**src/include/texture_params.svh**
```systemverilog
`ifndef TEXTURE_PARAMS_SVH
`define TEXTURE_PARAMS_SVH

// Image geometry
`define IMG_COLS 16
`define IMG_ROWS 16

`define PIX_W 8
`define CNT_W 16      // Bin counter width, saturating
`define RIU2_CODES 10 // 0..8 uniform by ones count, 9 non-uniform

`endif

```
**src/code_pkg.sv**
```systemverilog
`default_nettype none
`include "texture_params.svh"

package code_pkg;

  localparam int BIN_W = 9;

  typedef logic [3:0] riu2_t;

  typedef struct packed {
    logic  ci;
    riu2_t ni;
    riu2_t rd;
  } joint_fields_t;

  // Same bin word seen as memory address or as code fields
  typedef union packed {
    logic [BIN_W-1:0] addr;
    joint_fields_t    f;
  } joint_bin_u;

  typedef logic [`CNT_W-1:0] count_t;

endpackage

`default_nettype wire

```
**src/hist_reader.sv**
```systemverilog
`timescale 1ns/1ps
`default_nettype none
`include "texture_params.svh"

module hist_reader (
  input  logic                 clk,
  input  logic                 rst_n,
  input  logic                 start_i,
  input  logic                 read_en_i,
  output logic                 clear_o,
  output logic                 rd_req_o,
  output code_pkg::joint_bin_u rd_bin_o,
  output code_pkg::joint_bin_u bin_o,
  input  code_pkg::count_t     count_i,
  output code_pkg::count_t     count_o,
  output logic                 hist_valid_o,
  output logic                 read_done_o,
  output logic                 frame_start_o
);
  import code_pkg::*;

  localparam riu2_t RIU2_MAX = riu2_t'(`RIU2_CODES - 1);

  logic start_q;
  logic active; // Bins left to issue
  logic last_bin;
  logic last_q;

  assign frame_start_o = start_q & ~start_i;
  assign rd_req_o = read_en_i & active;
  assign last_bin = rd_bin_o.f.ci && (rd_bin_o.f.ni == RIU2_MAX) && (rd_bin_o.f.rd == RIU2_MAX);
  assign count_o = hist_valid_o ? count_i : '0;

  always_ff @(posedge clk) begin
    if (!rst_n) begin
      start_q      <= 1'b0;
      clear_o      <= 1'b0;
      active       <= 1'b0;
      rd_bin_o     <= '0;
      hist_valid_o <= 1'b0;
      last_q       <= 1'b0;
      read_done_o  <= 1'b0;
    end else begin
      start_q      <= start_i;
      clear_o      <= frame_start_o;
      hist_valid_o <= rd_req_o;
      last_q       <= rd_req_o & last_bin;
      read_done_o  <= last_q;
      if (frame_start_o) begin
        active   <= 1'b1;
        rd_bin_o <= '0;
      end else if (rd_req_o) begin
        if (rd_bin_o.f.rd != RIU2_MAX) begin
          rd_bin_o.f.rd <= rd_bin_o.f.rd + 1'b1;
        end else begin
          rd_bin_o.f.rd <= '0;
          if (rd_bin_o.f.ni != RIU2_MAX) begin
            rd_bin_o.f.ni <= rd_bin_o.f.ni + 1'b1;
          end else begin
            rd_bin_o.f.ni <= '0;
            rd_bin_o.f.ci <= 1'b1;
            active        <= ~rd_bin_o.f.ci; // Stops after ci=1 half
          end
        end
      end
    end
  end

  always_ff @(posedge clk) begin
    if (rd_req_o) begin
      bin_o <= rd_bin_o;
    end
  end

endmodule

`default_nettype wire

```
**config.mk**
```make
export PLATFORM = sky130hd
export DESIGN_NAME = hist_reader
export DESIGN_NICKNAME = d
export VERILOG_FILES = /design/src/code_pkg.sv /design/src/hist_reader.sv
export VERILOG_INCLUDE_DIRS = /design/src /design/src/include
export SDC_FILE = /design/constraint.sdc
export NUM_CORES = 1
export LEC_CHECK = 0
export ABC_AREA = 0
export BUFFER_PORTS_ARGS = -buffer_cell sky130_fd_sc_hd__buf_2
export CAP_MARGIN = 10
export CORE_ASPECT_RATIO = 1.1
export CORE_UTILIZATION = 38
export CTS_CLUSTER_SIZE = 24
export DETAILED_ROUTE_END_ITERATION = 8
export PLACE_DENSITY = 0.81
export SYNTH_ARGS = -nofsm -noshare
export SYNTH_HDL_FRONTEND = slang
export SYNTH_SLANG_ARGS = --single-unit
```
**constraint.sdc**
```tcl
create_clock -name clk -period 1.37 [get_ports clk]
set_clock_uncertainty 0.05 [all_clocks]
set_input_delay 0.137 -clock clk [delete_from_list [all_inputs] [get_ports clk]]
set_output_delay 0.137 -clock clk [all_outputs]
set_load 0.02 [all_outputs]
```
# Word-level counts from Yosys, hierarchy flattened
# Index checks and enable logic that the tools add are counted.
# W data, S select, Z words.
# totals
ff_bits	24
latch_bits	0
mem_bits_rw	0
rom_bits	0
inputBits	20
output_inout_bits	39
elab_cells	40
n_memories	0
# op_classes
addsub	2
mul	0
n_div	0
n_lt_le_gt_ge	0
n_eq_ne	6
n_shift	0
mux	7
bitwise_logic	8
reduce_logical	7
# op_table
op	count
$mux W16	1
$add A4 B1 Y4 const B	2
$eq A4 B4 Y1 const B	2
$mux W4	2
$ne A4 B4 Y1 const B	2
$reduce_and A3 Y1	2
$not A1 Y1	5
$mux W1	4
$ne A2 B2 Y1 const B	2
$and A1 B1 Y1	3
$logic_and A1 B1 Y1	2
$reduce_and A2 Y1	1
$reduce_bool A2 Y1	1
$reduce_or A2 Y1	1

# Depth between registers and ports, before layout
# logic_depth
word_depth	5
mapped_depth	4
mapped_depth_nobuf	4

# Least setup slack after synthesis
# Ideal clock, no wire load.
# synth_timing
kind	register -> register
start	register rd_bin_o[0] in the netlist's numbering
end	register rd_bin_o[5] in the netlist's numbering
setup_ps	70
t_arrival_ps	1306
required_time_ps	1250
path_slack_ps	-56
stages_incl_launch_ff	4
path_buffers	0
period_less_slack_ps	1426
cell_sequence	dfxtp_1 nand3b_1 or4b_1 a21oi_1
# synth_between
elab_chain_cells	3
# synth_lines
element	line	rtl
start: declaration	hist_reader.sv:12	output code_pkg::joint_bin_u rd_bin_o,
$ne A4 B4 Y1	hist_reader.sv:53	if (rd_bin_o.f.rd != RIU2_MAX) begin
$not A1 Y1 (no source line)	-	
$reduce_and A2 Y1 (no source line)	-	
# Every way passes these cells.
# A chain may end at the register's enable or synchronous reset.

# Worst setup path after layout
# layout_timing
start	register active
end	register rd_bin_o[5] in the netlist's numbering
# layout_between
elab_chain_cells	2
# layout_lines
element	line	rtl
start: declaration	hist_reader.sv:25	logic active;
start signal: assignment	hist_reader.sv:62	active <= ~rd_bin_o.f.ci;
$and A1 B1 Y1	hist_reader.sv:30	assign rd_req_o = read_en_i & active;
$reduce_and A2 Y1 (no source line)	-	
# Every way passes these cells.

==> flow_summary.toml <==
[min_path]
worstHoldStart = "rst_n"
min_to = "read_done_o"
hold_depth = 2
min-delay-path-class = "input port to flop"

[placed_design]
dpl.hpwl_mm = 1.80
gp_congestion = 0.791
place_ws_ps = 23.5
placedCellCount = 189
io_buffers = 58
dpl_cell_area_mm2 = 0.00142

[worst_setup_path]
r2r_end = "rd_bin_o[5]"
end_kind = "flop"
cp_data_arrival_time_ps = 1590
r2r_cells = 4
path_max_fanout = 7
crit_required_ps = 1560
reg2reg_slack_ps = -30
worstReg2RegStart = "active"
critPathKind = "flop to flop"
start_kind = "flop"

[global_route]
grt_antenna_before_repair = 0
grt_pass1_wl_mm = 3.57
overflow = 0
grt_pass1_vias = 852
track_usage_pct = 16.7
grt_start_max_net_pins = 18

[sta]
relSlewSlack_pct = 84.3
clock.fmax_ghz = 0.713
period_needed_ps = 1400
setup_ws_ps = -31.6
period_share_pct = 102
rsz0062_at_grt = "yes"
setup_viol = 2
worst_pin_slew_ps = 232
hold_viol_final = 0
slew_violations = 0

[yosys]
synth_fp_nets = 112
ys_types = 29
synthCells = 92
ys_ff_latch = 24
yosys_warnings = 0
syn_area_mm2 = 0.00101
avgSynthCellArea_um2 = 10.9
synth_seq_area_share_pct = 56.6

[die]
core_mm2 = 0.00250
num_io_pins = 59
fp.dieH_um = 56.0
die_w_um = 51.1
die-area_mm2 = 0.00286
start_util_pct = 40.4
rows = 19

[clock_network]
root_buffer = "clkbuf_4"
clk_pin_slew_ps = 130
clock-sinks = 24
cts_tree = "done"
clk_latency_ps = 310
h-tree-depth = 1
clockBufferDepth = 2
cts_buffers = 3

[route]
routed_wl_mm = 2.39
post-route-drc-count = 0
antenna_left = 0
first_pass_iters = 4
wl_met2_mm = 1.22
drtIter0Drc = 14
dr.max_layer_used = "met4"
vias = 981
routed-wl-met3_um = 256
viasPerCell = 4.91
wl_per_cell_um = 12.0
wirelength_met1_um = 881

[status]
status = "finished with violations"
violations = "negative setup slack"

[finish]
drive_gt1_share_pct = 53.8
syn_to_final_growth_pct = 51.6
diodes = 0
final_core_util_pct = 61.2
nNetsFinal = 190
final_cells = 200
stdcell_area_mm2 = 0.00153

[power_and_ir_drop]
powerDensity_mw_per_mm2 = 765
ir_drop_v = 0.000626
p_total_w = 0.00117
p_leak_nw = 0.756

[job]
maxCapViolCount = 0
==> state kept, by name (all words and copies together), names as in the netlist <==
register      flops
hist_valid_o      1
clear_o           1
bin_o             9
last_q            1
active            1
read_done_o       1
start_q           1
rd_bin_o          9
==> cells in the mapped netlist <==
master	instances	area [um2]
nand3b_1	4	30.0
edfxtp_1	9	270
nand2_1	3	11.3
nand2_2	1	6.26
o21ai_0	4	20.0
or2_2	1	6.26
clkbuf_1	1	3.75
or4b_1	1	10.0
a21oi_1	4	20.0
or3_1	2	12.5
nand2b_1	3	18.8
nor4_1	1	6.26
nand3_1	1	5.00
nor2_1	2	7.51
nor2b_1	2	12.5
o21a_1	1	7.51
and2_1	19	119
a31oi_1	3	18.8
nand4_1	1	6.26
inv_1	3	11.3
nand4b_4	1	23.8
o21ba_2	1	10.0
dfxtp_1	15	300
or2b_2	1	8.76
or4_1	2	15.0
and3_1	1	6.26
o31ai_1	2	15.0
xor2_1	2	17.5
and3_2	1	7.51
==> layer usage <==
layer / vias to the layer above / track usage (%)
met2: 65 / 29.7
li1: 481 / -
met4: 0 / 8.33
met3: 6 / 2.46
met1: 429 / 18.8
met5: - / 0
==> report_power, final <==
part           leakage [nW]  internal (W)  switching (W)  total, W
sequential            0.215      0.000744     0.00000483  0.000749
clock                0.0150      0.000113       0.000199  0.000312
combinational         0.527     0.0000524      0.0000536  0.000106
==> repair_timing <==
| item | CTS | global route |
|---|---|---|
| gates cloned | 0 | 0 |
| endpoints found under the setup margin | 20 | 8 |
| hold buffers | 1 | 0 |
| pin swaps | 0 | 8 |
| resized for setup | 6 | 6 |
| setup buffers | 2 | 4 |
| hold endpoints to repair | 1 | 0 |
==> cells by family after synthesis <==
group / Yosys count / share of synthesized area, %
AO/OA/AOI/OAI: 15 / 9.07
XOR/XNOR: 2 / 1.74
buffers and inverters: 4 / 1.49
flip-flops: 24 / 56.6
AND/OR/NAND/NOR: 47 / 31.1
==> per-stage QoR <==
step	hold slack, ps	setup TNS (ps)
2_1_floorplan	209	0
3_5_place_dp	316	0
3_3_place_gp	307	0
5_1_grt	78.0	-169
4_1_cts	65.7	-0.528
6_report	77.3	-46.5
==> worst max-delay path: stages, from the launching register on <==
cell and delay (ps):
dfxtp_4 380, buf_6 110, nand4b_4 130, or4b_1 530
a21oi_1 150
==> layout make-up <==
class	instances	area (um2)
clock buffer	4	26.3
sequential	24	581
fill	204	970
inverter	3	11.3
timing repair buffer	74	438
multi-input combinational	64	432
tap	31	38.8
==> cell usage in the layout (no fill, tap or decap), types with 3 or more instances in the layout <==
cell / n
buf_2: 56
and2_1: 19
buf_4: 14
edfxtp_1: 9
dfxtp_1: 9
dfxtp_2: 5
nand3b_1: 4
o21ai_0: 4
a21oi_1: 4
nand2_1: 3
a31oi_1: 3
clkbuf_4: 3
==> worst max path at each step <==
stage,startpoint,to
6_report,active,rd_bin_o[5]
4_1_cts,active,rd_bin_o[5]
3_3_place_gp,active,rd_bin_o[5]
3_5_place_dp,active,rd_bin_o[5]
5_1_grt,active,rd_bin_o[5]
2_1_floorplan,rd_bin_o[2],rd_bin_o[5]
(Power assumes the default switching activity.)
