[config.mk]
export PLATFORM = sky130hd
export DESIGN_NAME = median_filter
export DESIGN_NICKNAME = d
export VERILOG_FILES = /design/src/pix_pkg.sv /design/src/median_filter.sv /design/src/window_3x3.sv
export VERILOG_INCLUDE_DIRS = /design/src /design/src/include
export SDC_FILE = /design/constraint.sdc
export NUM_CORES = 1
export LEC_CHECK = 0
export BUFFER_PORTS_ARGS = -buffer_cell sky130_fd_sc_hd__buf_4
export CAP_MARGIN = 30
export CORE_MARGIN = 4
export CORE_UTILIZATION = 46
export DETAILED_ROUTE_END_ITERATION = 16
export PLACE_DENSITY_LB_ADDON = 0.08
export SETUP_SLACK_MARGIN = 0.02
export SLEW_MARGIN = 20
export SYNTH_ARGS = -nofsm -noshare
export SYNTH_HDL_FRONTEND = slang
export SYNTH_SLANG_ARGS = --single-unit
[constraint.sdc]
create_clock -name clk -period 14.6 [get_ports clk]
set_clock_uncertainty 0.1 [all_clocks]
set_input_delay 0.73 -clock clk [delete_from_list [all_inputs] [get_ports clk]]
set_output_delay 0.73 -clock clk [all_outputs]
set_load 0.05 [all_outputs]
[src/include/texture_params.svh]
`ifndef TEXTURE_PARAMS_SVH
`define TEXTURE_PARAMS_SVH

// Image geometry
`define IMG_COLS 16
`define IMG_ROWS 16

`define PIX_W 8
`define CNT_W 16      // Bin counter width, saturating
`define RIU2_CODES 10 // 0..8 uniform by ones count, 9 non-uniform

`endif

[src/pix_pkg.sv]
`default_nettype none
`include "texture_params.svh"

package pix_pkg;

  typedef logic [`PIX_W-1:0] pixel_t;

  // Raster order, index 4 is the centre
  typedef pixel_t [8:0] window_t;

endpackage

`default_nettype wire

[src/median_filter.sv]
`timescale 1ns/1ps
`default_nettype none
`include "texture_params.svh"

module median_filter (
  input  logic            clk,
  input  logic            rst_n,
  input  logic            valid_i,
  input  pix_pkg::pixel_t pix_i,
  input  logic            frame_start_i,
  output logic            valid_o,
  output pix_pkg::pixel_t med_o,
  output logic            last_o
);
  import pix_pkg::*;

  logic    win_valid;
  logic    win_last;
  window_t win;
  pixel_t  lo [3];
  pixel_t  mi [3];
  pixel_t  hi [3];
  pixel_t  s1_lo, s1_mi, s1_hi;
  logic    s1_valid, s1_last;

  function automatic pixel_t min2(input pixel_t a, input pixel_t b);
    return (a < b) ? a : b;
  endfunction

  function automatic pixel_t max2(input pixel_t a, input pixel_t b);
    return (a > b) ? a : b;
  endfunction

  function automatic pixel_t med3(input pixel_t a, input pixel_t b, input pixel_t c);
    return max2(min2(a, b), min2(max2(a, b), c));
  endfunction

  window_3x3 #(.LINE(`IMG_COLS)) u_win (
    .clk, .rst_n, .valid_i, .pix_i, .frame_start_i,
    .valid_o(win_valid), .win_o(win), .last_o(win_last)
  );

  // Sort each row
  always_comb begin
    for (int r = 0; r < 3; r++) begin
      lo[r] = min2(win[3*r], min2(win[3*r+1], win[3*r+2]));
      mi[r] = med3(win[3*r], win[3*r+1], win[3*r+2]);
      hi[r] = max2(win[3*r], max2(win[3*r+1], win[3*r+2]));
    end
  end

  always_ff @(posedge clk) begin
    if (!rst_n) begin
      s1_valid <= 1'b0;
      s1_last  <= 1'b0;
      valid_o  <= 1'b0;
      last_o   <= 1'b0;
    end else begin
      s1_valid <= win_valid;
      s1_last  <= win_valid & win_last;
      valid_o  <= s1_valid;
      last_o   <= s1_last;
    end
  end

  always_ff @(posedge clk) begin
    s1_lo <= max2(lo[0], max2(lo[1], lo[2])); // Largest of the row minima
    s1_mi <= med3(mi[0], mi[1], mi[2]);
    s1_hi <= min2(hi[0], min2(hi[1], hi[2]));
    med_o <= med3(s1_lo, s1_mi, s1_hi);
  end

endmodule

`default_nettype wire

[src/window_3x3.sv]
`timescale 1ns/1ps
`default_nettype none
`include "texture_params.svh"

module window_3x3 #(
  parameter int LINE = `IMG_COLS
) (
  input  logic             clk,
  input  logic             rst_n,
  input  logic             valid_i,
  input  pix_pkg::pixel_t  pix_i,
  input  logic             frame_start_i,
  output logic             valid_o,
  output pix_pkg::window_t win_o,
  output logic             last_o
);
  import pix_pkg::*;

  // A narrower line means an earlier stage already trimmed both directions
  localparam int ROWS = `IMG_ROWS - (`IMG_COLS - LINE);
  localparam int CW = $clog2(LINE);
  localparam int RW = $clog2(ROWS);

  pixel_t       lb0 [LINE]; // Row above
  pixel_t       lb1 [LINE]; // Two rows above
  pixel_t [2:0] col_q;      // New column, top first
  logic [CW-1:0] col;
  logic [RW-1:0] row;
  logic          col_v;
  logic          col_int;
  logic          col_last;

  always_ff @(posedge clk) begin
    if (!rst_n) begin
      col      <= '0;
      row      <= '0;
      col_v    <= 1'b0;
      col_int  <= 1'b0;
      col_last <= 1'b0;
      valid_o  <= 1'b0;
      last_o   <= 1'b0;
    end else begin
      col_v    <= valid_i & ~frame_start_i;
      col_int  <= (row >= RW'(2)) && (col >= CW'(2)); // Centre off the border
      col_last <= (row == RW'(ROWS - 1)) && (col == CW'(LINE - 1));
      valid_o  <= col_v & col_int;
      last_o   <= col_v & col_last;
      if (frame_start_i) begin
        col <= '0;
        row <= '0;
      end else if (valid_i) begin
        col <= (col == CW'(LINE - 1)) ? '0 : col + 1'b1;
        if (col == CW'(LINE - 1)) begin
          row <= (row == RW'(ROWS - 1)) ? '0 : row + 1'b1;
        end
      end
    end
  end

  always_ff @(posedge clk) begin
    if (valid_i) begin
      lb0[col] <= pix_i;
      lb1[col] <= lb0[col];
      col_q    <= {pix_i, lb0[col], lb1[col]};
    end
    if (col_v) begin
      for (int r = 0; r < 3; r++) begin
        win_o[3*r]   <= win_o[3*r+1];
        win_o[3*r+1] <= win_o[3*r+2];
        win_o[3*r+2] <= col_q[r];
      end
    end
  end

endmodule

`default_nettype wire
# Word-level counts from Yosys, hierarchy flattened
# Memory sizes are Yosys's and may differ from the RTL's. A register that Yosys moved wholly into a read port is not among the register bits.
# Index checks and enable logic that the tools add are counted.
# Widths: inputs -> output; s select.
dict set report totals {
  ff_bits 137
  latch_bits 0
  ramBits 256
  rom_bits 0
  in_bits 12
  out_inout_bits 10
  elab_cells 122
  memories 2
}
# name depth width rd rd_clocked_by_memory_dff wr line
set memory_table {}
lappend memory_table {u_win.lb0 16 8 1 1 1 window_3x3.sv:24} ;# pixel_t lb0 [LINE];
lappend memory_table {u_win.lb1 16 8 1 1 1 window_3x3.sv:25} ;# pixel_t lb1 [LINE];
dict set report op_classes {
  addsub 2
  mul 0
  div 0
  n_lt_le_gt_ge 38
  n_eq_ne 2
  shifts 0
  mux 42
  bitwise_logic 6
  n_reduce_logical 4
}
# cell count
set ops {}
lappend ops {{$mux 8} 36}
lappend ops {{$gt 8x8->1} 18}
lappend ops {{$lt 8x8->1} 18}
lappend ops {{$mux 4} 4}
lappend ops {{$add 4x1->4 const B} 2}
lappend ops {{$eq 4x4->1 const B} 2}
lappend ops {{$ge 4x2->1 const B} 2}
lappend ops {{$and 1x1->1} 4}
lappend ops {{$logic_and 1x1->1} 2}
lappend ops {{$mux 1} 2}
lappend ops {{$not 1->1} 2}
lappend ops {{$reduce_and 2->1} 1}
lappend ops {{$reduce_or 2->1} 1}

# Longest topological paths before layout
dict set report depth {
  word_depth 12
  mapped_depth 60
}

# By module
# From an unflattened synthesis, not the netlist that was laid out.
dict set report hier_totals {
  cells_unflattened 1875
  hier_area_um2 22830.6
}
# module n_inst cells_each area_each_um2 seq_area_each_um2
set by_module_without_submodules {}
lappend by_module_without_submodules {window_3x3 1 581 13289.0 10910.5}
lappend by_module_without_submodules {median_filter 1 1294 9541.7 720.7}

# Least setup slack after synthesis
# Ideal clock, no wire load.
dict set report synth_timing {
  path_kind {register to register}
  from {register u_win.win_o[29] (netlist bit)}
  to {register s1_mi[1]}
  setup_time_ns 0.059
  arrival_ns 10.715
  path_slack_ns 3.726
  stages_incl_launch_ff 58
  n_path_buf 2
  period_less_slack_ns 10.874
  path_cell_list {edfxtp_1 > ha_1 > a211oi_2 > o21ba_1 > nor2_1 > a31oi_1 > clkbuf_1 > nand2_1 > o21ai_0 > ha_1 > a211oi_1 > nor2_1 > nor2_1 > o211a_1 > a31oi_2 > buf_6 > mux2i_1 > ha_1 > [22 not listed] > a21oi_1 > nand2_1 > nor2b_1 > o311ai_1 > o32ai_4 > o21ai_0 > ha_1 > nor2b_1 > o21a_1 > o21a_1 > o21ai_0 > a21oi_1 > a211oi_1 > a21oi_1 > clkinv_1 > and4_1 > o21ai_0 > and2_1}
}
dict set report synth_via {
  elab_chain_len 12
  word_cells_on_any_way 16
  classes_between {8 x order compare; 8 x mux}
}
# element line
set synth_lines {}
lappend synth_lines {{from (decl)} window_3x3.sv:14} ;# output pix_pkg::window_t win_o,
lappend synth_lines {{from (signal, indexed assignment)} window_3x3.sv:68} ;# win_o[3*r] <= win_o[3*r+1];
lappend synth_lines {{from (signal, indexed assignment)} window_3x3.sv:69} ;# win_o[3*r+1] <= win_o[3*r+2];
lappend synth_lines {{from (signal, indexed assignment)} window_3x3.sv:70} ;# win_o[3*r+2] <= col_q[r];
lappend synth_lines {{$gt 8x8->1} median_filter.sv:31} ;# return (a > b) ? a : b;
lappend synth_lines {{$mux 8} median_filter.sv:31}
lappend synth_lines {{$lt 8x8->1} median_filter.sv:27} ;# return (a < b) ? a : b;
lappend synth_lines {{$mux 8} median_filter.sv:27}
lappend synth_lines {{$gt 8x8->1} median_filter.sv:31}
lappend synth_lines {{$mux 8 *} median_filter.sv:31}
lappend synth_lines {{$gt 8x8->1} median_filter.sv:31}
lappend synth_lines {{$mux 8} median_filter.sv:31}
lappend synth_lines {{$lt 8x8->1} median_filter.sv:27}
lappend synth_lines {{$mux 8} median_filter.sv:27}
lappend synth_lines {{$gt 8x8->1} median_filter.sv:31}
lappend synth_lines {{$mux 8 *} median_filter.sv:31}
lappend synth_lines {{to (signal assigned)} median_filter.sv:68} ;# s1_mi <= med3(mi[0], mi[1], mi[2]);
lappend synth_lines {{to (decl)} median_filter.sv:23} ;# pixel_t s1_lo, s1_mi, s1_hi;
# Mark *: on every way between the ends. The rest lies on a longest branch, timed or not.
# A chain may end at the register's enable or synchronous reset.

# Worst setup path after layout
dict set report layout_timing {
  from {register u_win.win_o[37] (netlist bit)}
  to {register s1_mi[1]}
}
# Same word-level chain as after synthesis.

==> impl_results.md <==
- Yosys reg bits: 405
- Power density over the cells: 147 nW/µm²
- H-tree lvl count: 2
- Number of flops mapped to enable cells by yosys: 352
- Vias in the first global route: 14400
- Post-synth net total: 2014
- Setup violators final: 0
- ANT nets after route: 0
- Cell mode on critical path: a21oi_1
- Iter 0 DRT Violations: 1045
- Yosys Warn Count: 0
- Seq/Total Area, Yosys: 0.513
- Cell Count, Final, Fillers Out: 2544
- Die area: 52900 µm²
- Inserted Clock Buffers: 44
- DPL Wire Length: 39500 µm
- Gr ovfl total: 0
- TritonCTS clock tree: done
- Hold Crit Class: reg -> reg
- Placed Area: 23800 µm²
- Cts repair resizes: 0
- Worst-Skew Late Latency: 0.57 ns
- Die width: 230 µm
- Total Wirelength: 55800 µm
- Final Hold Viols: 0
- I/O pins: 22
- GRT Total Usage: 0.211
- Critical Path AT: 13.38 ns
- FFs w/ async S/R, synth: 0
- Max incr delay on CP: 0.65 ns
- Tot Pwr: 3720 µW
- LEAKAGE: 0.0101 µW
- WL per Instance: 21.9 µm
- # clock sinks: 405
- Core Rows: 81
- Worst Hold Launch: u_win.col_q[2]
- # hold bufs at CTS: 0
- Design area: 25300 µm²
- DR pass1 iterations: 5
- Port-buffer cells: 21
- Root Buffer: clkbuf_16
- Clk slew on worst S/H paths: 0.06 ns
- Endpoint type of the worst setup path: register
- Commonest non-fill, non-tap cell in the layout: edfxtp_1
- Period utilisation layout: 0.889
- Post-Route Setup TNS: 0 ns
- Worst R2R End: s1_mi[1]
- Share of layout cells above drive strength 1: 0.145
- RSZ-0062 raised after global routing: false
- Die height: 230 µm
- Headroom to the max-slew limit: 0.318
- Worst setup SP type: register
- VDD IR max: 0.105 mV
- R2R Setup Slk: 1.63 ns
- CTS max path bufs: 3
- Vias per cell: 5.62
- Post-CTS setup buffers: 0
- Post-synthesis instance total: 1787
- Placeable core area: 48800 µm²
- Final Max Tran Viols: 0
- Final min period: 12.97 ns
- R2R cell count: 56
- Worst r2r src: u_win.win_o[37]
- Area grow syn2layout: 11.3%
- Cell variety after synth: 79
- Finished Core Util: 0.517
- Hold Path Depth: 0
- Hold Path End: u_win.win_o[18]
- Synthesized area: 22700 µm²
- Main synth FF type: edfxtp_1
- CP Data Required Time: 15.01 ns
- First-pass GRT wire length: 86000 µm
- Largest net degree at the start of global routing: 56
- Status: complete, no violations
- Most frequent cells in the layout: 352 x edfxtp_1, 215 x ha_1, 182 x inv_1
- Max cap viols: 0
- Mean Syn Cell Area: 12.7 µm²
- Max Fanout on Critical Path: 10
- Final Wtd Congestion: 0.890
- Initial antenna violation count: 0
- WS Path Type: reg -> reg
- Fmax achieved: 77.1 MHz
- Vias: 14300
- Placed Cells incl. Taps: 2459
- Slowest cell on the critical path: a31oi_2
- Residual DRC: 0
- Starting Density: 0.464
- Worst-margin pin slew: 1.02 ns
- Final #Nets: 2070
cell usage after synthesis (3+ instances only):
master | instances | area (µm²)
edfxtp_1 | 352 | 10600
ha_1 | 215 | 2690
inv_1 | 182 | 683
mux2i_1 | 138 | 1380
a21oi_1 | 111 | 556
nor2_1 | 101 | 379
o21ai_0 | 92 | 460
mux4_2 | 80 | 1800
nand2_1 | 79 | 297
dfxtp_1 | 53 | 1060
a21o_1 | 37 | 278
o21a_1 | 33 | 248
mux2_2 | 32 | 360
nand3_1 | 32 | 160
clkbuf_1 | 31 | 116
and2_1 | 24 | 150
nand4_1 | 22 | 138
nor2b_1 | 18 | 113
and3_1 | 13 | 81.3
nand2b_1 | 13 | 81.3
nor3_1 | 11 | 55.1
o21bai_1 | 9 | 67.6
o21ai_1 | 8 | 40.0
buf_1 | 7 | 26.3
and4_1 | 5 | 43.8
o211ai_1 | 5 | 37.5
or2_2 | 5 | 31.3
or3_1 | 4 | 25.0
a211oi_1 | 3 | 22.5
a211oi_2 | 3 | 37.5
a31oi_1 | 3 | 18.8
nor2_2 | 3 | 18.8
o41ai_2 | 3 | 48.8
xnor2_1 | 3 | 26.3
metal layers:
metal  GRT usage  wire length, µm  vias to the layer above
met3      0.0273             2540                       60
met1       0.318            26900                     7060
met4      0.0422              872                        0
met2       0.331            25400                      318
met5           0                0                        -
li1            -                -                     6862
worst max-delay path: cells and delay by family, from the launching register on:
family	cells	cell delay, ns
flip-flops	1	0.46
multiplexers	4	1.50
AND/OR/NAND/NOR	10	1.53
buffers and inverters	5	1.03
AO/OA/AOI/OAI	31	6.47
adder cells (fa/ha/maj)	6	1.79
power breakdown:
group	switching, µW	internal, µW	total, µW
registers	36.5	1330	1370
clock network	462	663	1130
logic	706	519	1230
total	1200	2510	3720
how the worst max path moves through the flow:
stage                               start       end  depth (start not counted)  slack, ns
after global routing      u_win.win_o[37]  s1_mi[1]                         56       0.50
after floorplan           u_win.win_o[29]  s1_mi[1]                         57       3.73
after CTS                 u_win.win_o[37]  s1_mi[1]                         55       1.65
after global placement    u_win.win_o[29]  s1_mi[1]                         55       1.81
final                     u_win.win_o[37]  s1_mi[1]                         56       1.63
after detailed placement  u_win.win_o[29]  s1_mi[1]                         55       1.64
through the flow:
stage / worst slack, ns / hold WS [ns]
final: 1.63 / 0.318
after global routing: 0.498 / 0.325
after CTS: 1.65 / 0.315
after detailed placement: 1.64 / 0.305
after global placement: 1.81 / 0.303
after floorplan: 3.73 / 0.300
kinds of logic (layout without fill, tap and decap cells):
family	after synthesis	count (layout)	synth area share
fa+ha+maj	215	215	0.119
flops	405	405	0.513
xor+xnor	5	5	0.00193
compound gates	347	347	0.0988
buf+inv	223	315	0.0373
other cells	0	1	0
mux	252	252	0.158
simple gates	340	340	0.0730
layout make-up:
class                   count  area (µm²)
flip-flops and latches    405       11600
clock buffers              61        1290
fillers                  4248       23600
well taps                 664         831
diodes                      1        2.50
repair buffers             50         398
clock inverters            21         200
inverters                 183         687
multi-input cells        1159       10200
flip-flops by register name, indices dropped and copies added (netlist names), named ones only:
register and cells:
u_win.col_last 1, u_win.col_q 24, u_win.col_int 1, u_win.lb1 128
u_win.win_o 72, u_win.row 4, u_win.valid_o 1, u_win.last_o 1
s1_mi 8, s1_lo 8, u_win.col_v 1, s1_valid 1
u_win.lb0 128, s1_last 1, med_o 8, valid_o 1
u_win.col 4, s1_hi 8, last_o 1
(Power assumes the default switching activity.)
