===== config.mk =====
export PLATFORM = sky130hd
export DESIGN_NAME = lbp_coder_flat
export DESIGN_NICKNAME = d
export VERILOG_FILES = /design/src/code_pkg.sv /design/src/pix_pkg.sv /design/src/code_if.sv /design/src/lbp_coder.sv /design/src/window_3x3.sv /design/src/flat_wrapper.sv
export VERILOG_INCLUDE_DIRS = /design/src /design/src/include
export SDC_FILE = /design/constraint.sdc
export NUM_CORES = 1
export LEC_CHECK = 0
export ABC_AREA = 0
export BUFFER_PORTS_ARGS = -buffer_cell sky130_fd_sc_hd__buf_2
export CORE_MARGIN = 5
export CORE_UTILIZATION = 45
export DETAILED_ROUTE_END_ITERATION = 8
export SYNTH_ARGS = -nofsm -noshare
export SYNTH_HDL_FRONTEND = slang
export SYNTH_SLANG_ARGS = --single-unit

===== constraint.sdc =====
create_clock -name clk -period 7.3 [get_ports clk]
set_clock_uncertainty 0.15 [all_clocks]
set_input_delay 0.73 -clock clk [delete_from_list [all_inputs] [get_ports clk]]
set_output_delay 0.73 -clock clk [all_outputs]
set_load 0.1 [all_outputs]

===== src/include/texture_params.svh =====
`ifndef TEXTURE_PARAMS_SVH
`define TEXTURE_PARAMS_SVH

// Image geometry
`define IMG_COLS 16
`define IMG_ROWS 16

`define PIX_W 8
`define CNT_W 16      // Bin counter width, saturating
`define RIU2_CODES 10 // 0..8 uniform by ones count, 9 non-uniform

`endif


===== src/code_pkg.sv =====
`default_nettype none
`include "texture_params.svh"

package code_pkg;

  localparam int BIN_W = 9;

  typedef logic [3:0] riu2_t;

  typedef struct packed {
    logic  ci;
    riu2_t ni;
    riu2_t rd;
  } joint_fields_t;

  // Same bin word seen as memory address or as code fields
  typedef union packed {
    logic [BIN_W-1:0] addr;
    joint_fields_t    f;
  } joint_bin_u;

  typedef logic [`CNT_W-1:0] count_t;

endpackage

`default_nettype wire


===== src/pix_pkg.sv =====
`default_nettype none
`include "texture_params.svh"

package pix_pkg;

  typedef logic [`PIX_W-1:0] pixel_t;

  // Raster order, index 4 is the centre
  typedef pixel_t [8:0] window_t;

endpackage

`default_nettype wire


===== src/code_if.sv =====
`timescale 1ns/1ps
`default_nettype none

interface code_if;
  import code_pkg::*;

  logic       valid;
  joint_bin_u bin;
  logic       last;  // Final code of the frame
  logic       ready; // Low during histogram clear

  modport src (output valid, output bin, output last, input ready);
  modport dst (input valid, input bin, input last, output ready);

endinterface

`default_nettype wire


===== src/lbp_coder.sv =====
`timescale 1ns/1ps
`default_nettype none
`include "texture_params.svh"

module lbp_coder (
  input  logic            clk,
  input  logic            rst_n,
  input  logic            valid_i,
  input  pix_pkg::pixel_t med_i,
  input  logic            last_i,
  input  logic            frame_start_i,
  code_if.src             code
);
  import pix_pkg::*;
  import code_pkg::*;

  localparam riu2_t NON_UNIFORM = riu2_t'(`RIU2_CODES - 1);

  logic              win_valid;
  window_t           win;
  logic [1:0]        last_d; // Median last pixel, aligned to the window output
  pixel_t [7:0]      ring;
  logic [`PIX_W+2:0] nb_sum;
  pixel_t            nb_mean;
  logic [7:0]        ni_pat, rd_pat;
  logic              s1_valid, s1_last, s1_ci;
  logic [7:0]        s1_ni_pat, s1_rd_pat;
  joint_bin_u        bin_d;

  function automatic riu2_t riu2(input logic [7:0] pat);
    logic [3:0] trans;
    logic [3:0] ones;
    trans = '0;
    ones  = '0;
    for (int k = 0; k < 8; k++) begin
      trans = trans + 4'(pat[k] ^ pat[(k + 1) % 8]);
      ones  = ones + 4'(pat[k]);
    end
    return (trans <= 4'd2) ? ones : NON_UNIFORM;
  endfunction

  window_3x3 #(.LINE(`IMG_COLS - 2)) u_win (
    .clk, .rst_n, .valid_i, .pix_i(med_i), .frame_start_i,
    .valid_o(win_valid), .win_o(win), .last_o()
  );

  // Neighbours clockwise from top left
  assign ring = {win[3], win[6], win[7], win[8], win[5], win[2], win[1], win[0]};
  assign nb_mean = nb_sum[`PIX_W+2:3];

  always_comb begin
    nb_sum = '0;
    for (int k = 0; k < 8; k++) begin
      nb_sum = nb_sum + ring[k];
    end
    for (int k = 0; k < 8; k++) begin
      rd_pat[k] = ring[k] >= win[4];
      ni_pat[k] = ring[k] >= nb_mean;
    end
    bin_d.f.ci = s1_ci;
    bin_d.f.ni = riu2(s1_ni_pat);
    bin_d.f.rd = riu2(s1_rd_pat);
  end

  always_ff @(posedge clk) begin
    if (!rst_n) begin
      last_d     <= '0;
      s1_valid   <= 1'b0;
      s1_last    <= 1'b0;
      code.valid <= 1'b0;
      code.last  <= 1'b0;
    end else begin
      last_d     <= {last_d[0], valid_i & last_i};
      s1_valid   <= win_valid & code.ready; // Pipeline flushes while a clear runs
      s1_last    <= win_valid & code.ready & last_d[1];
      code.valid <= s1_valid & code.ready;
      code.last  <= s1_valid & code.ready & s1_last;
    end
  end

  always_ff @(posedge clk) begin
    if (win_valid) begin
      s1_ci     <= win[4] >= nb_mean;
      s1_ni_pat <= ni_pat;
      s1_rd_pat <= rd_pat;
    end
    if (s1_valid) begin
      code.bin <= bin_d;
    end
  end

endmodule

`default_nettype wire


===== src/window_3x3.sv =====
`timescale 1ns/1ps
`default_nettype none
`include "texture_params.svh"

module window_3x3 #(
  parameter int LINE = `IMG_COLS
) (
  input  logic             clk,
  input  logic             rst_n,
  input  logic             valid_i,
  input  pix_pkg::pixel_t  pix_i,
  input  logic             frame_start_i,
  output logic             valid_o,
  output pix_pkg::window_t win_o,
  output logic             last_o
);
  import pix_pkg::*;

  // A narrower line means an earlier stage already trimmed both directions
  localparam int ROWS = `IMG_ROWS - (`IMG_COLS - LINE);
  localparam int CW = $clog2(LINE);
  localparam int RW = $clog2(ROWS);

  pixel_t       lb0 [LINE]; // Row above
  pixel_t       lb1 [LINE]; // Two rows above
  pixel_t [2:0] col_q;      // New column, top first
  logic [CW-1:0] col;
  logic [RW-1:0] row;
  logic          col_v;
  logic          col_int;
  logic          col_last;

  always_ff @(posedge clk) begin
    if (!rst_n) begin
      col      <= '0;
      row      <= '0;
      col_v    <= 1'b0;
      col_int  <= 1'b0;
      col_last <= 1'b0;
      valid_o  <= 1'b0;
      last_o   <= 1'b0;
    end else begin
      col_v    <= valid_i & ~frame_start_i;
      col_int  <= (row >= RW'(2)) && (col >= CW'(2)); // Centre off the border
      col_last <= (row == RW'(ROWS - 1)) && (col == CW'(LINE - 1));
      valid_o  <= col_v & col_int;
      last_o   <= col_v & col_last;
      if (frame_start_i) begin
        col <= '0;
        row <= '0;
      end else if (valid_i) begin
        col <= (col == CW'(LINE - 1)) ? '0 : col + 1'b1;
        if (col == CW'(LINE - 1)) begin
          row <= (row == RW'(ROWS - 1)) ? '0 : row + 1'b1;
        end
      end
    end
  end

  always_ff @(posedge clk) begin
    if (valid_i) begin
      lb0[col] <= pix_i;
      lb1[col] <= lb0[col];
      col_q    <= {pix_i, lb0[col], lb1[col]};
    end
    if (col_v) begin
      for (int r = 0; r < 3; r++) begin
        win_o[3*r]   <= win_o[3*r+1];
        win_o[3*r+1] <= win_o[3*r+2];
        win_o[3*r+2] <= col_q[r];
      end
    end
  end

endmodule

`default_nettype wire

===== src/flat_wrapper.sv =====
// flat-port wrapper written by rule: the top's interface ports become plain ports
module lbp_coder_flat import pix_pkg::*; import code_pkg::*;
  (clk, rst_n, valid_i, med_i, last_i, frame_start_i, code_valid, code_bin, code_last, code_ready);
  code_if code_i ();
  input  logic clk;
  input  logic rst_n;
  input  logic valid_i;
  input  pix_pkg::pixel_t med_i;
  input  logic last_i;
  input  logic frame_start_i;
  output wire logic [$bits(code_i.valid)-1:0] code_valid;
  output wire logic [$bits(code_i.bin)-1:0] code_bin;
  output wire logic [$bits(code_i.last)-1:0] code_last;
  input wire logic [$bits(code_i.ready)-1:0] code_ready;
  assign code_valid = code_i.valid;
  assign code_bin = code_i.bin;
  assign code_last = code_i.last;
  assign code_i.ready = code_ready;
  lbp_coder u_core (.clk(clk), .rst_n(rst_n), .valid_i(valid_i), .med_i(med_i), .last_i(last_i), .frame_start_i(frame_start_i), .code(code_i));
endmodule

# Yosys cells after proc, flatten, opt, wreduce, memory -nomap -nowiden
# Memories as Yosys holds them, arrays and structs flattened. A register that Yosys moved wholly into a read port is not among the register bits.
# Cells that the tools add are included.
dict set report totals {
  regBits 131
  ramBits 224
  in_bits 14
  memories 2
}
# memory depth width rd rd_clocked_by_memory_dff write_ports line
set mem_list {}
lappend mem_list {u_core.u_win.lb0 14 8 1 1 1 window_3x3.sv:24} ;# pixel_t lb0 [LINE];
lappend mem_list {u_core.u_win.lb1 14 8 1 1 1 window_3x3.sv:25} ;# pixel_t lb1 [LINE];
dict set report classes {
  n_addsub 37
  n_lt_le_gt_ge 21
  eq_ne 2
  muxes 6
  bitwise 25
  reduce_logical 3
}
# cell count
set ops {}
lappend ops {{$ge 8x8->1} 17}
lappend ops {{$add 11x8->11} 6}
lappend ops {{$add 4x4->4} 14}
lappend ops {{$add 4x1->4} 12}
lappend ops {{$mux 4} 4}
lappend ops {{$xor 1x1->1} 16}
lappend ops {{$add 8x8->9} 1}
lappend ops {{$add 4x1->4 const B} 2}
lappend ops {{$eq 4x4->1 const B} 2}
lappend ops {{$ge 4x2->1 const B} 2}
lappend ops {{$le 4x2->1 const B} 2}
lappend ops {{$and 1x1->1} 7}
lappend ops {{$add 1x1->2} 2}
lappend ops {{$mux 1} 2}
lappend ops {{$not 1->1} 2}
lappend ops {{$reduce_and 2->1} 1}
lappend ops {{$reduce_or 2->1} 1}
lappend ops {{$logic_and 1x1->1} 1}

# Depth between registers and ports, before layout
dict set report depth {
  word_depth 9
  ltp_mapped 26
  depth_no_buf 26
}

# Modules after synthesis
# From an unflattened synthesis, not the netlist that was laid out.
dict set report unflattened {
  cells_unflattened 1164
  hier_area_um2 18298.8
}
# module n_inst cells_per_inst area_each_um2
set by_module_without_submodules {}
lappend by_module_without_submodules {window_3x3 1 543 12129.1}
lappend by_module_without_submodules {lbp_coder 1 621 6169.7}

# Worst setup path before layout
# OpenSTA, ideal clock, no wires.
dict set report synth_path {
  path_kind {reg2reg}
  start {register u_core.u_win.win_o[1] (netlist bit)}
  end {register u_core.s1_ci, data pin}
  setup_time_ps 261
  arrival_ps 6144
  required_time_ps 6889
  path_slack_ps 746
  stages_incl_launch_ff 24
  path_buffers 0
  synth_period_minus_slack_ps 6554
  path_cell_list {edfxtp_1 > ha_1 > a21o_1 > a21oi_1 > o21ai_0 > a21oi_1 > xnor2_1 > fa_1 > inv_1 > fa_1 > fa_1 > fa_1 > inv_1 > ha_1 > a21o_1 > o21a_4 > o21a_1 > nor2_1 > xor2_1 > ha_1 > a21oi_1 > nand2_1 > maj3_2 > maj3_2}
}
dict set report synth_between {
  elab_chain_cells 8
}
# element line
set synth_rtl {}
lappend synth_rtl {{from (decl)} window_3x3.sv:14} ;# output pix_pkg::window_t win_o,
lappend synth_rtl {{from (signal, indexed assignment)} window_3x3.sv:68} ;# win_o[3*r] <= win_o[3*r+1];
lappend synth_rtl {{from (signal, indexed assignment)} window_3x3.sv:69} ;# win_o[3*r+1] <= win_o[3*r+2];
lappend synth_rtl {{from (signal, indexed assignment)} window_3x3.sv:70} ;# win_o[3*r+2] <= col_q[r];
lappend synth_rtl {{$add 8x8->9} lbp_coder.sv:54} ;# nb_sum = nb_sum + ring[k];
lappend synth_rtl {{$add 11x8->11 (6 in a row)} lbp_coder.sv:54}
lappend synth_rtl {{$ge 8x8->1} lbp_coder.sv:83} ;# s1_ci <= win[4] >= nb_mean;
lappend synth_rtl {{to (signal assigned)} lbp_coder.sv:83}
lappend synth_rtl {{to (decl)} lbp_coder.sv:26} ;# logic s1_valid, s1_last, s1_ci;
# No other way between the ends.
# A chain may end at the register's enable or synchronous reset.

# Worst setup path in the final report
dict set report layout_path {
  start {register u_core.u_win.win_o[9] (netlist bit)}
  end {register u_core.s1_ni_pat[2], data pin}
}
dict set report layout_between {
  elab_chain_cells 8
}
# element line
set layout_rtl {}
lappend layout_rtl {{$add 8x8->9} lbp_coder.sv:54}
lappend layout_rtl {{$add 11x8->11 (6 in a row)} lbp_coder.sv:54}
lappend layout_rtl {{$ge 8x8->1} lbp_coder.sv:58} ;# ni_pat[k] = ring[k] >= nb_mean;
lappend layout_rtl {{net u_core.ni_pat[2]} lbp_coder.sv:25} ;# logic [7:0] ni_pat, rd_pat;
lappend layout_rtl {{to (signal assigned)} lbp_coder.sv:84} ;# s1_ni_pat <= ni_pat;
lappend layout_rtl {{to (decl)} lbp_coder.sv:27} ;# logic [7:0] s1_ni_pat, s1_rd_pat;
# The timed path passes the listed nets, and every way through them passes these cells.

==> run metrics <==
post-synthesis async set-or-reset flop share 0%; Total GRT Usage 16.23%; Avg Inst Size Synth 16.28 um^2; Int Power approximately 4.2 mW; cts repair resizes 0; Final Critical Period 6.838 ns; Port Buffer Count 24; Final Max Tran Viols 0; # diodes 0; P_leak 7.462 nW; Distinct cells, synth 43; status finished, final reports clean; most frequent CP cell fa_1; Met1 Wirelength 15.21 mm; Initial Util 45.23%; share of cells above drive strength 1 18.43%; Area Growth Syn to Fin 11.95%; Worst setup SP type flop; Multi-input gate area 6585 um^2; hold slack 0.1927 ns; element type at the critical path end flop; Setup Buffers After CTS 0; Post-Synthesis Net Count 1315; clock slew at reported path FFs 0.06 ns; Clock Tree Buf Depth 3; worst-skew pair later-pin latency ~0.56 ns; CTS tree done; metal3 WL 1.152 mm; register area share after synthesis 60.57%; Worst R2R Start u_core.u_win.win_o[9]; top cell type's share of synthesized area 58.22%; predominant post-synthesis flop cell edfxtp_1; Yosys reg bits 367; top sig layer met4; per-cell routed wire length 19.99 um; clk sink count 367; clock power share between 30% and 40%; Fill cells 3282; hold path startpoint frame_start_i; total wire length 34.25 mm; GPL Wtd Cong 0.8051; Net Sw Frac 30.29%; crit path DAT 6.97 ns; number of global-route vias before repair 9587; height of the die 209.2 um; Overflow after GRT 0; DR pass1 iterations 6; Seq pwr share between 30% and 40%; FMAX 146.2 MHz; crit share post-route a little over nine tenths; crit path from u_core.u_win.win_o[9]; CP top delay family adder cells; met2 wire len 17.23 mm; I/O pin cnt 25; Final HPWL DP 23.24 mm; top-count cell post-synth edfxtp_1; reg2reg end u_core.s1_ni_pat[2]; MaxCap Viol Count 0; hold_buf cts 0; Mapped Area 17850 um^2; Clock Root Buffer clkbuf_16; vias per inst between 5 and 6; Final ANT Viol Nets 0; crit path buf inv count 2; number of enable flip-flop cells after synthesis about 350; largest net degree at the start of global routing 74; core area 39460 um^2; DR iter-0 viols 435; htree depth 2; Pwr Density between 300 and 400 nW/um^2; Gate Count Post-Synth 1096; DRC viols 0; Slew HR 25.40%; final-report hold violation count 0; Nets 1378; Crit. path cell count 24; WS Path Type reg -> reg; RSZ-0062 raised after global routing no; Via Count 8965; r2r worst-path depth 24; FP Rows 73; CP Max Fanout 9; Comb pwr share between 20% and 30%; Die Wd 209.2 um; Reg area roughly 11000 um^2; total CTS buffers 40; global-route wire length before repair approximately 55 mm; Worst Max-Slew Pin Slew about 1.1 ns; Synth area leader edfxtp_1; Ys Warns 0; setup tns final 0 ns; worst path cell trace ha_1 -> a21o_1 -> a21oi_1 -> o21ai_0 -> a21oi_1 -> xnor2_1 -> fa_1 -> inv_1 -> fa_1 -> fa_1 -> fa_1 -> inv_1 -> ha_1 -> nand3_1 -> o211ai_2 -> o21a_4 -> or2_2 -> ha_1 -> a21oi_1 -> o21ai_0 -> nand3_1 -> nand2_1 -> maj3_2 -> maj3_2; initial antenna violation count 0; Worst setup endpoint u_core.s1_ni_pat[2]; Peak VDD IR 0.1889 mV; r2r setup slk 0.46 ns; crit path max-delay cell type fa_1; Die ar. roughly 44000 um^2; Net Sw Power 1.835 mW; Largest stage delay, worst path between 0.5 and 0.6 ns; Final Setup Violations 0; Crit path required time 7.43 ns; dominant cells by area after synthesis edfxtp_1 (58%), ha_1 (11%), mux4_2 (8.1%); Post-synth top cells edfxtp_1 (346), ha_1 (151), inv_1 (107), mux4_2 (64), a21oi_1 (60); Hold Crit Class in -> reg
==> flip-flops by register name, summed over array words and instances (netlist names), 4 cells and up, named ones only <==
signal	cells
u_core.u_win.lb0	112
u_core.u_win.lb1	112
u_core.u_win.win_o	72
u_core.u_win.col_q	24
u_core.code.bin	9
u_core.s1_ni_pat	8
u_core.s1_rd_pat	8
u_core.u_win.col	4
u_core.u_win.row	4
==> metal layers <==
layer | GRT usage [%] | up-vias
met3 | 2.522 | 46
met2 | 27.80 | 141
met4 | 3.645 | 0
li1 | - | 4266
met1 | 22.10 | 4512
met5 | 0 | -
==> worst reg2reg max path, cell delays in order, from the launching register on <==
cell	delay [ns]
edfxtp_1	0.46
ha_1	0.30
a21o_1	0.17
a21oi_1	0.23
o21ai_0	0.12
a21oi_1	0.23
xnor2_1	0.11
fa_1	0.50
inv_1	0.06
fa_1	0.51
fa_1	0.52
fa_1	0.51
inv_1	0.04
ha_1	0.35
nand3_1	0.13
o211ai_2	0.11
o21a_4	0.23
or2_2	0.43
ha_1	0.35
a21oi_1	0.14
o21ai_0	0.14
nand3_1	0.11
nand2_1	0.07
maj3_2	0.31
maj3_2	0.30
==> power by group through the flow <==
stage | sequential (mW) | combinational [mW] | clock (mW)
2_1_floorplan | 2.43 | 1.30 | 0
3_3_place_gp | 2.44 | 1.73 | 0
3_5_place_dp | 2.44 | 1.79 | 0
4_1_cts | 2.39 | 1.80 | 1.96
5_1_grt | 2.40 | 2.07 | 2.05
6_report | 2.39 | 1.76 | 1.91
==> metrics by stage <==
step	setup slack [ns]	total power, mW	area (um^2)	std cells	util, %
after floorplan	0.7457	3.724	17850	1096	-
after global placement	0.6637	4.170	18740	1642	47.49
after detailed placement	0.5516	4.227	18740	1642	47.49
after CTS	0.4748	6.152	19980	1713	50.64
after global routing	0.1389	6.518	19980	1713	50.64
final	0.4620	6.060	19980	1713	50.64
==> worst min-delay path by stage <==
stage,to,slack [ns],cells after the start
2_1_floorplan,u_core.code.bin[8],0.25,0
3_3_place_gp,u_core.u_win.win_o[43],0.25,0
3_5_place_dp,u_core.u_win.win_o[44],0.25,0
4_1_cts,u_core.u_win.col_v,0.17,2
5_1_grt,u_core.u_win.col_v,0.18,2
6_report,u_core.u_win.col_v,0.19,2
==> logic make-up after synthesis <==
family / share of synthesized area [%]
AOI/OAI and AO/OA: 4.206
xor gates and xnor gates: 1.507
adders and majority gates: 17.78
buffers and inverters: 2.769
DFF: 60.57
muxes: 9.142
and+or+nand+nor: 4.024
==> layout by cell type (no fill, tap or decap), drive strengths merged, types with 22 or more instances in the layout <==
cell      n
fa       54
nand2b   22
nand2    30
o21ai    30
buf      45
clkbuf   56
a21oi    60
inv     110
ha      151
edfxtp  346
mux4     64
a21o     23
==> final cells by class <==
| cell class | count | share of cell area [%] |
|---|---|---|
| clock inverter | 15 | 0.7014 |
| clock buffer | 56 | 5.517 |
| timing repair buffer | 45 | 1.390 |
| sequential | 367 | 54.14 |
| tap | 525 | 3.288 |
| multi-input combinational | 598 | 32.96 |
| inverter | 107 | 2.010 |
No activity file was read; power rests on OpenSTA's default activity.
